**config.mk**
```make
export PLATFORM = sky130hd
export DESIGN_NAME = st_mem_top
export DESIGN_NICKNAME = d
export VERILOG_FILES = /design/src/design/st_mem_pkg.sv /design/src/design/st_cfg_decode.sv /design/src/design/st_upload_ctrl.sv /design/src/design/st_viking_detect.sv /design/src/design/st_ram_window.sv /design/src/design/st_sdram_mux.sv /design/src/design/st_mem_top.sv
export SDC_FILE = /design/constraint.sdc
export NUM_CORES = 1
export LEC_CHECK = 0
export ABC_AREA = 1
export BUFFER_PORTS_ARGS = -buffer_cell sky130_fd_sc_hd__buf_2
export CORE_AREA = 2 2 93 95
export DETAILED_ROUTE_END_ITERATION = 6
export DIE_AREA = 0 0 95 97
export MAX_ROUTING_LAYER = met4
export PLACE_DENSITY = 0.61
export RECOVER_POWER = 100
export SLEW_MARGIN = 20
export SYNTH_ARGS = -nofsm -noshare
export SYNTH_HDL_FRONTEND = slang
export SYNTH_SLANG_ARGS = --single-unit
```
**constraint.sdc**
```tcl
create_clock -name clk_32 -period 2.9 [get_ports clk_32]
set_input_delay 0.435 -clock clk_32 [delete_from_list [all_inputs] [get_ports clk_32]]
set_output_delay 0.435 -clock clk_32 [all_outputs]
set_load 0.02 [all_outputs]
```
**src/design/st_mem_pkg.sv**
```systemverilog
// shared types and memory map constants for the st sdram request path
package st_mem_pkg;

	typedef logic [23:1] addr_t; // 68000 word address
	typedef logic [15:0] word_t;

	// ram size code from control bits 3:1
	typedef enum logic [2:0] {
		MEM_512K = 3'd0,
		MEM_1M   = 3'd1,
		MEM_2M   = 3'd2,
		MEM_4M   = 3'd3,
		MEM_8M   = 3'd4,
		MEM_14M  = 3'd5
	} mem_size_e;

	// gstmcu bus slot, cpu_pre comes right before the cpu slot
	typedef enum logic [1:0] {
		CYC_CPU_PRE = 2'd0,
		CYC_CPU     = 2'd1,
		CYC_VIKING  = 2'd2, // shared with the shifter
		CYC_OTHER   = 2'd3
	} bus_cycle_e;

	typedef struct packed {
		mem_size_e mem_size;
		logic      ste;
		logic      mste;
		logic      steroids;      // ste + mste together
		logic      viking_enable; // viking card usable in this config
	} st_cfg_t;

	// what the gstmcu would put on the chipset side
	typedef struct packed {
		logic       ras_n;
		logic       we_n;
		logic       uds;
		logic       lds;
		addr_t      ram_a;
		word_t      ram_din;
		addr_t      mbus_a;
		logic       rom_n;
		logic       rom2_n;   // tos rom area
		logic       as_n;
		logic       mhz8_en1;
		bus_cycle_e bus_cycle;
	} chip_bus_t;

	typedef struct packed {
		logic  strobe;   // toggles once per word
		logic  download;
		addr_t addr;
		word_t data;
	} upload_t;

	typedef struct packed {
		addr_t addr;
		word_t din;
		logic  uds;
		logic  lds;
		logic  we;
		logic  oe;
	} sdram_req_t;

	localparam logic [7:0] VIKING_ACCESS_MAX = 8'd255; // enough to trust the driver
	localparam logic [5:0] VIKING_ST_BASE    = 6'b110000; // $c0xxxx
	localparam logic [5:0] VIKING_HI_BASE    = 6'b111010; // $e8xxxx
	localparam logic [4:0] VIKING_HI_WIN     = 5'b11101;  // steroids video ram
	localparam logic [5:0] TOS192K_TAG       = 6'b111111; // $fc0000 upload
	localparam logic [3:0] TOS_E_TAG         = 4'he;
	localparam logic [5:0] ROM_E_PREFIX      = {4'he, 2'b00};
	localparam logic [5:0] ROM_F_PREFIX      = {4'hf, 2'b11};

endpackage

```
**src/design/st_cfg_decode.sv**
```systemverilog
// configuration word decoder: ram size, machine type and viking enable
`timescale 1ns/1ps

module st_cfg_decode (
	input  logic [31:0]          system_ctrl_i,
	output st_mem_pkg::st_cfg_t  cfg_o
);

	import st_mem_pkg::*;

	mem_size_e mem_size;
	logic      ste;
	logic      mste;
	logic      steroids;
	logic      viking_req;
	logic      viking_mem_ok;

	assign mem_size = mem_size_e'(system_ctrl_i[3:1]);

	// machine type bits
	assign ste      = system_ctrl_i[23] | system_ctrl_i[24];
	assign mste     = system_ctrl_i[24];
	assign steroids = system_ctrl_i[23] & system_ctrl_i[24]; // ste on steroids

	assign viking_req = system_ctrl_i[28];

	// the $c0 window collides with ram above 8M
	assign viking_mem_ok = (mem_size <= MEM_8M);

	assign cfg_o.mem_size      = mem_size;
	assign cfg_o.ste           = ste;
	assign cfg_o.mste          = mste;
	assign cfg_o.steroids      = steroids;
	// steroids moves video ram to $e8, so any size goes
	assign cfg_o.viking_enable = (viking_req & viking_mem_ok) | steroids;

endmodule

```
**src/design/st_upload_ctrl.sv**
```systemverilog
// upload strobe to write pulse conversion and tos 192k detection
`timescale 1ns/1ps

module st_upload_ctrl (
	input  logic                   clk_32,
	input  logic                   xsint,
	input  st_mem_pkg::upload_t    upload_i,
	input  st_mem_pkg::bus_cycle_e bus_cycle_i,
	input  logic                   mhz8_en1_i,
	output logic                   data_wr_o,
	output logic                   tos192k_o
);

	import st_mem_pkg::*;

	logic strobe_d;   // last sampled toggle
	logic sample_en;

	// only look at the strobe in the slot before the cpu slot
	assign sample_en = (bus_cycle_i == CYC_CPU_PRE) & mhz8_en1_i;

	always_ff @(posedge clk_32 or negedge xsint) begin
		if (!xsint) begin
			strobe_d  <= 1'b0;
			data_wr_o <= 1'b0;
		end else begin
			data_wr_o <= 1'b0; // single cycle pulse
			if (sample_en) begin
				strobe_d <= upload_i.strobe;
				if (upload_i.strobe ^ strobe_d)
					data_wr_o <= 1'b1; // lands in the cpu slot
			end
		end
	end

	// a 192k tos loads at $fc0000, a 256k one at $e00000
	always_ff @(posedge clk_32 or negedge xsint) begin
		if (!xsint) begin
			tos192k_o <= 1'b0;
		end else if (upload_i.download) begin
			if (upload_i.addr[23:18] == TOS192K_TAG)
				tos192k_o <= 1'b1;
			else if (upload_i.addr[23:20] == TOS_E_TAG)
				tos192k_o <= 1'b0;
		end
	end

endmodule

```
**src/design/st_viking_detect.sv**
```systemverilog
// viking driver detection by counting framebuffer accesses
`timescale 1ns/1ps

module st_viking_detect (
	input  logic                  clk_32,
	input  logic                  xsint,
	input  st_mem_pkg::st_cfg_t   cfg_i,
	input  st_mem_pkg::chip_bus_t bus_i,
	output logic                  viking_active_o
);

	import st_mem_pkg::*;

	logic [7:0] access_cnt;
	logic [5:0] win_tag;
	logic       hit;
	logic       cnt_full;

	// framebuffer moves to $e8 under steroids
	assign win_tag  = cfg_i.steroids ? VIKING_HI_BASE : VIKING_ST_BASE;
	assign hit      = bus_i.mhz8_en1 & ~bus_i.as_n & cfg_i.viking_enable &
	                  (bus_i.mbus_a[23:18] == win_tag);
	assign cnt_full = (access_cnt == VIKING_ACCESS_MAX);

	always_ff @(posedge clk_32 or negedge xsint) begin
		if (!xsint) begin
			access_cnt      <= 8'd0;
			viking_active_o <= 1'b0;
		end else begin
			if (hit && !cnt_full)
				access_cnt <= access_cnt + 8'd1; // saturates at max
			// sticky, probes alone never get here
			viking_active_o <= viking_active_o | cnt_full;
		end
	end

endmodule

```
**src/design/st_ram_window.sv**
```systemverilog
// chipset ram cycle start detection gated by the ram size and viking windows
`timescale 1ns/1ps

module st_ram_window (
	input  logic                  clk_32,
	input  logic                  xsint,
	input  st_mem_pkg::st_cfg_t   cfg_i,
	input  st_mem_pkg::chip_bus_t bus_i,
	output logic                  ram_oe_o,
	output logic                  ram_we_o
);

	import st_mem_pkg::*;

	logic  ras_n_d;
	logic  ras_fall;
	logic  size_ok;
	logic  viking_ok;
	logic  ram_en;
	addr_t a;

	assign a = bus_i.ram_a;

	// previous ras_n, held high in reset so no fake edge
	always_ff @(posedge clk_32 or negedge xsint) begin
		if (!xsint)
			ras_n_d <= 1'b1;
		else
			ras_n_d <= bus_i.ras_n;
	end

	assign ras_fall = ras_n_d & ~bus_i.ras_n;

	// configured ram size limit
	always_comb begin
		case (cfg_i.mem_size)
			MEM_512K: size_ok = (a[23:19] == 5'b00000);
			MEM_1M:   size_ok = (a[23:20] == 4'b0000);
			MEM_2M:   size_ok = (a[23:21] == 3'b000);
			MEM_4M:   size_ok = (a[23:22] == 2'b00);
			MEM_8M:   size_ok = ~a[23];
			MEM_14M:  size_ok = ~(a[23] & a[22]); // no 110 or 111
			default:  size_ok = 1'b0;             // unused codes
		endcase
	end

	// viking video ram lives outside the normal size limit
	assign viking_ok = cfg_i.viking_enable & (cfg_i.steroids ?
	                   (a[23:19] == VIKING_HI_WIN) :
	                   (a[23:18] == VIKING_ST_BASE));

	assign ram_en = size_ok | viking_ok;

	// address zero reads are skipped
	assign ram_oe_o = ras_fall & bus_i.we_n & (|a) & ram_en;
	assign ram_we_o = ras_fall & ~bus_i.we_n & ram_en;

endmodule

```
**src/design/st_sdram_mux.sv**
```systemverilog
// sdram request source selection per bus slot and rom address remap
`timescale 1ns/1ps

module st_sdram_mux (
	input  st_mem_pkg::chip_bus_t  bus_i,
	input  st_mem_pkg::upload_t    upload_i,
	input  st_mem_pkg::addr_t      viking_vaddr_i,
	input  logic                   viking_read_i,
	input  logic                   viking_active_i,
	input  logic                   data_wr_i,
	input  logic                   tos192k_i,
	input  logic                   ram_oe_i,
	input  logic                   ram_we_i,
	output st_mem_pkg::sdram_req_t sdram_req_o,
	output logic                   rom_oe_o,
	output st_mem_pkg::addr_t      rom_addr_o
);

	import st_mem_pkg::*;

	logic upload_sel; // io controller owns the cpu slot
	logic viking_sel; // video fetch in the viking slot

	assign upload_sel = (bus_i.bus_cycle == CYC_CPU) & upload_i.download;
	assign viking_sel = (bus_i.bus_cycle == CYC_VIKING) & viking_active_i & viking_read_i;

	always_comb begin
		// chipset by default
		sdram_req_o.addr = bus_i.ram_a;
		sdram_req_o.uds  = bus_i.uds;
		sdram_req_o.lds  = bus_i.lds;
		sdram_req_o.we   = ram_we_i;
		sdram_req_o.oe   = ram_oe_i;
		if (upload_sel) begin
			sdram_req_o.addr = upload_i.addr;
			sdram_req_o.uds  = 1'b1; // always full words
			sdram_req_o.lds  = 1'b1;
			sdram_req_o.we   = data_wr_i;
			sdram_req_o.oe   = 1'b0;
		end else if (viking_sel) begin
			sdram_req_o.addr = viking_vaddr_i;
			sdram_req_o.we   = 1'b0;
			sdram_req_o.oe   = 1'b1;
		end
	end

	// write data follows the download flag, not the slot
	assign sdram_req_o.din = upload_i.download ? upload_i.data : bus_i.ram_din;

	assign rom_oe_o = ~bus_i.rom_n;

	// tos area maps to $fc or $e0 in sdram
	assign rom_addr_o = bus_i.rom2_n ? bus_i.mbus_a :
	                    {(tos192k_i ? ROM_F_PREFIX : ROM_E_PREFIX), bus_i.mbus_a[17:1]};

endmodule

```
**src/design/st_mem_top.sv**
```systemverilog
// top level of the st sdram request path
`timescale 1ns/1ps

module st_mem_top (
	input  logic                   clk_32,
	input  logic                   xsint,
	input  logic [31:0]            system_ctrl_i,
	input  st_mem_pkg::chip_bus_t  bus_i,
	input  st_mem_pkg::upload_t    upload_i,
	input  st_mem_pkg::addr_t      viking_vaddr_i,
	input  logic                   viking_read_i,
	output st_mem_pkg::sdram_req_t sdram_req_o,
	output logic                   rom_oe_o,
	output st_mem_pkg::addr_t      rom_addr_o,
	output logic                   viking_active_o,
	output logic                   tos192k_o
);

	import st_mem_pkg::*;

	st_cfg_t cfg;
	logic    data_wr;  // upload write pulse
	logic    ram_oe;   // already window gated
	logic    ram_we;

	st_cfg_decode cfg_decode_i (
		.system_ctrl_i (system_ctrl_i),
		.cfg_o         (cfg)
	);

	st_upload_ctrl upload_ctrl_i (
		.clk_32      (clk_32),
		.xsint       (xsint),
		.upload_i    (upload_i),
		.bus_cycle_i (bus_i.bus_cycle),
		.mhz8_en1_i  (bus_i.mhz8_en1),
		.data_wr_o   (data_wr),
		.tos192k_o   (tos192k_o)
	);

	st_viking_detect viking_detect_i (
		.clk_32          (clk_32),
		.xsint           (xsint),
		.cfg_i           (cfg),
		.bus_i           (bus_i),
		.viking_active_o (viking_active_o)
	);

	st_ram_window ram_window_i (
		.clk_32   (clk_32),
		.xsint    (xsint),
		.cfg_i    (cfg),
		.bus_i    (bus_i),
		.ram_oe_o (ram_oe),
		.ram_we_o (ram_we)
	);

	st_sdram_mux sdram_mux_i (
		.bus_i           (bus_i),
		.upload_i        (upload_i),
		.viking_vaddr_i  (viking_vaddr_i),
		.viking_read_i   (viking_read_i),
		.viking_active_i (viking_active_o),
		.data_wr_i       (data_wr),
		.tos192k_i       (tos192k_o),
		.ram_oe_i        (ram_oe),
		.ram_we_i        (ram_we),
		.sdram_req_o     (sdram_req_o),
		.rom_oe_o        (rom_oe_o),
		.rom_addr_o      (rom_addr_o)
	);

endmodule

```
==> impl_metrics.csv <==
group,metric,value,unit
run_status,status,"finished clean",
floorplanning,coreArea,8134,um^2
worst_setup_path,crit_required,2.47,ns
timing,finalHoldViolCount,0,
routing,ant_nets,0,
timing,slew-limit-headroom,50.63,%
logic_synthesis,syn_area,1838,um^2
timing,finalSetupViolations,0,
cells_and_area,regArea,326.6,um^2
logic_synthesis,synth_top_area_share,31.04,%
logic_synthesis,ys_ff_latch,13,
clock_network,clkLatencyLatePin,0.25,ns
placed_design,dp_slack,0.7462,ns
clock_network,post_cts_resize_count,0,
floorplanning,fp.dieH,97,um
cells_and_area,final_cells,598,
timing,tightest_slew,0.7406,ns
worst_setup_path,arrival,2.01,ns
worst_setup_path,slowest_stage,"inv_2",
floorplanning,fp.dieW,95,um
routing,avgRoutedWirePerCell,12.54,um
routing,firstDrtPassIters,4,
logic_synthesis,syn_nets,506,
clock_network,cts_max_path_buffers,2,
routing,drc,0,
worst_setup_path,r2r-end,"viking_detect_i.access_cnt[2]$_DFFE_PN0P_",
placed_design,hpwl,6354,um
worst_hold_path,hold_class,"primary input to async pin",
cells_and_area,fin_area,2653,um^2
timing,finalWorstSetupSlack,0.4517,ns
placed_design,gp_congestion,0.8234,
cells_and_area,drive_gt1_share,29.67,%
worst_setup_path,rrSetupSlack,1.10,ns
clock_network,cts.sinks,13,
worst_setup_path,rr_worst_depth,8,
clock_network,cts_root_buf,"clkbuf_8",
worst_setup_path,regToRegStartpoint,"viking_detect_i.access_cnt[1]$_DFFE_PN0P_",
global_routing,grt-ovfl-total,0,
global_routing,antenna_found_initial,1,
global_routing,grt_pass1_wl,10980,um
logic_synthesis,yosys.cell_types.count,30,
clock_network,ctsHoldBuffers,0,
placed_design,place_area,2689,um^2
worst_setup_path,worstPathCellList,"buf_2 -> inv_4 -> nor3_4 -> inv_2 -> nor2_1 -> a31oi_1 -> clkbuf_1",
global_routing,grt_usage,15.29,%
clock_network,clkTransAtPathRegs,0.06,ns
power,power.leakage,1.528,nW
timing,max_freq,408.4,MHz
global_routing,grt_pass1_vias,2425,
cells_and_area,fin_nets,665,
timing,setup-tns-final,0,ns
logic_synthesis,synth_seq_area_share,17.77,%
clock_network,post_cts_buffers,0,
timing,period_share,84.43,%
floorplanning,io_pins,240,
worst_setup_path,end_kind,"output port",
floorplanning,start_util,22.60,%
routing,finalWirelength,7501,um
timing,rsz0062_at_grt,"no",
logic_synthesis,synth.largest_area_cell,"nand2_1",
clock_network,cts_tree,"yes",
job,cap_viol_max_count,0,
cells_and_area,multi_input_area,1214,um^2
logic_synthesis,netlist_top_cells_area,"nand2_1, dfrtp_1, nor2_1",
worst_setup_path,path_class,"primary input to output port",
clock_network,h-tree-depth,1,
timing,finalCriticalPeriod,2.448,ns
placed_design,io_buffers,179,
timing,skew,0.004400,ns
floorplanning,row_count,33,
logic_synthesis,synth_cells,334,
logic_synthesis,synth.avg_cell_area,5.503,um^2
clock_network,numCtsBuffers,3,
timing,fin_hold_ws,0.2233,ns
placed_design,placed_cells,593,
logic_synthesis,ys.warnings.count,0,
floorplanning,fp.dieArea,9215,um^2
worst_setup_path,startpoint_type,"primary input",
power,vdd_drop_max,266.1,uV
routing,num_vias,2615,
routing,via_per_inst,4.373,
global_routing,grt_max_degree,45,
power,power.density,264.6,nW/um^2
cells_and_area,area_delta_synth_final,44.32,%
worst_setup_path,cp_max_fo,44,
timing,slew_violations,0,
cells_and_area,nFillCells,979,
routing,drtIter0Drc,77,
worst_setup_path,slowest_delay,0.52,ns
[worst max path at each step]
stage	startpoint	to	slack, ns	depth (start not counted)
after floorplan	upload_i[39]	sdram_req_o[32]	0.97	6
after global placement	upload_i[39]	sdram_req_o[36]	0.77	6
after detailed placement	upload_i[39]	sdram_req_o[36]	0.75	7
after CTS	upload_i[39]	sdram_req_o[36]	0.75	7
after global routing	upload_i[39]	sdram_req_o[36]	0.31	7
final	upload_i[39]	sdram_req_o[32]	0.45	7
[state kept, by name (all words and copies together), names as in the netlist]
| name | flops |
|---|---|
| ram_window_i.ras_n_d | 1 |
| upload_ctrl_i.data_wr_o | 1 |
| upload_ctrl_i.strobe_d | 1 |
| upload_ctrl_i.tos192k_o | 1 |
| viking_detect_i.access_cnt | 8 |
| viking_detect_i.viking_active_o | 1 |
[cells by family (layout without fill, tap and decap cells)]
group           count (synthesis)  in the layout  synth area share [%]
simple gates                  231            231                 51.87
fa+ha+maj                       1              1                0.6806
xor+xnor                        7              7                 3.336
flops                          13             13                 17.77
buf+inv                        49            207                 15.38
other cells                     0              1                     0
mux                             1              1                0.6126
compound gates                 32             32                 10.35
[placed cells by master, fill, tap and decap left out, types with 5 or more instances in the layout]
cell type,count
xor2_1,5
a31oi_1,22
o21ai_0,5
buf_2,129
or2_2,5
nand3_1,10
clkbuf_1,52
dfrtp_1,12
nand2_1,152
nor2_1,51
inv_1,18
[metal layers]
layer  global-route usage (%)  part of all wire [%]
met5                        -                     0
met4                    5.574                   2.8
met3                    2.259                   6.4
met2                    28.37                    52
met1                    16.01                    39
[synth_stat cells]
| master | count |
|---|---|
| buf_4 | 18 |
| inv_1 | 17 |
| a31oi_1 | 22 |
| inv_2 | 2 |
| nand3_1 | 9 |
| or2_2 | 5 |
| buf_2 | 3 |
| clkbuf_1 | 4 |
| dfrtp_1 | 12 |
| nand4_2 | 1 |
| nor2_2 | 1 |
| nand3_4 | 1 |
| xnor2_1 | 2 |
| nor3_1 | 4 |
| ha_1 | 1 |
| inv_4 | 2 |
| a21oi_1 | 3 |
| o21ai_1 | 1 |
| or2_1 | 1 |
| o21ai_0 | 5 |
| dfstp_2 | 1 |
| mux2_2 | 1 |
| nand2_1 | 152 |
| nand4_1 | 4 |
| o211ai_1 | 1 |
| nand3b_1 | 2 |
| xor2_1 | 5 |
| nor2_1 | 50 |
| buf_6 | 3 |
| nor3_4 | 1 |
[per-stage QoR]
| step | utilization, % | total power, mW |
|---|---|---|
| after detailed placement | 33.06 | 0.5549 |
| after global placement | 33.06 | 0.5510 |
| after floorplan | - | 0.4196 |
| after global routing | 32.61 | 0.7521 |
| final | 32.61 | 0.7019 |
| after CTS | 33.61 | 0.7218 |
[final cells by class]
type / count / area share (%)
antenna: 1 / 0.09434
clock buffer: 4 / 1.698
inverter: 21 / 3.066
multi-input combinational: 272 / 45.75
sequential: 13 / 12.31
tap: 105 / 4.953
timing repair buffer: 182 / 32.12
[critical path: cells and delay by family]
family          cells  cell delay [ns]
buf+inv             4             1.21
compound gates      1             0.16
simple gates        2             0.18
[report_power, final]
part	internal, mW	switching, mW
clock	0.0973	0.0694
combinational	0.130	0.204
sequential	0.193	0.00844
total	0.420	0.282
(Power assumes the default switching activity.)
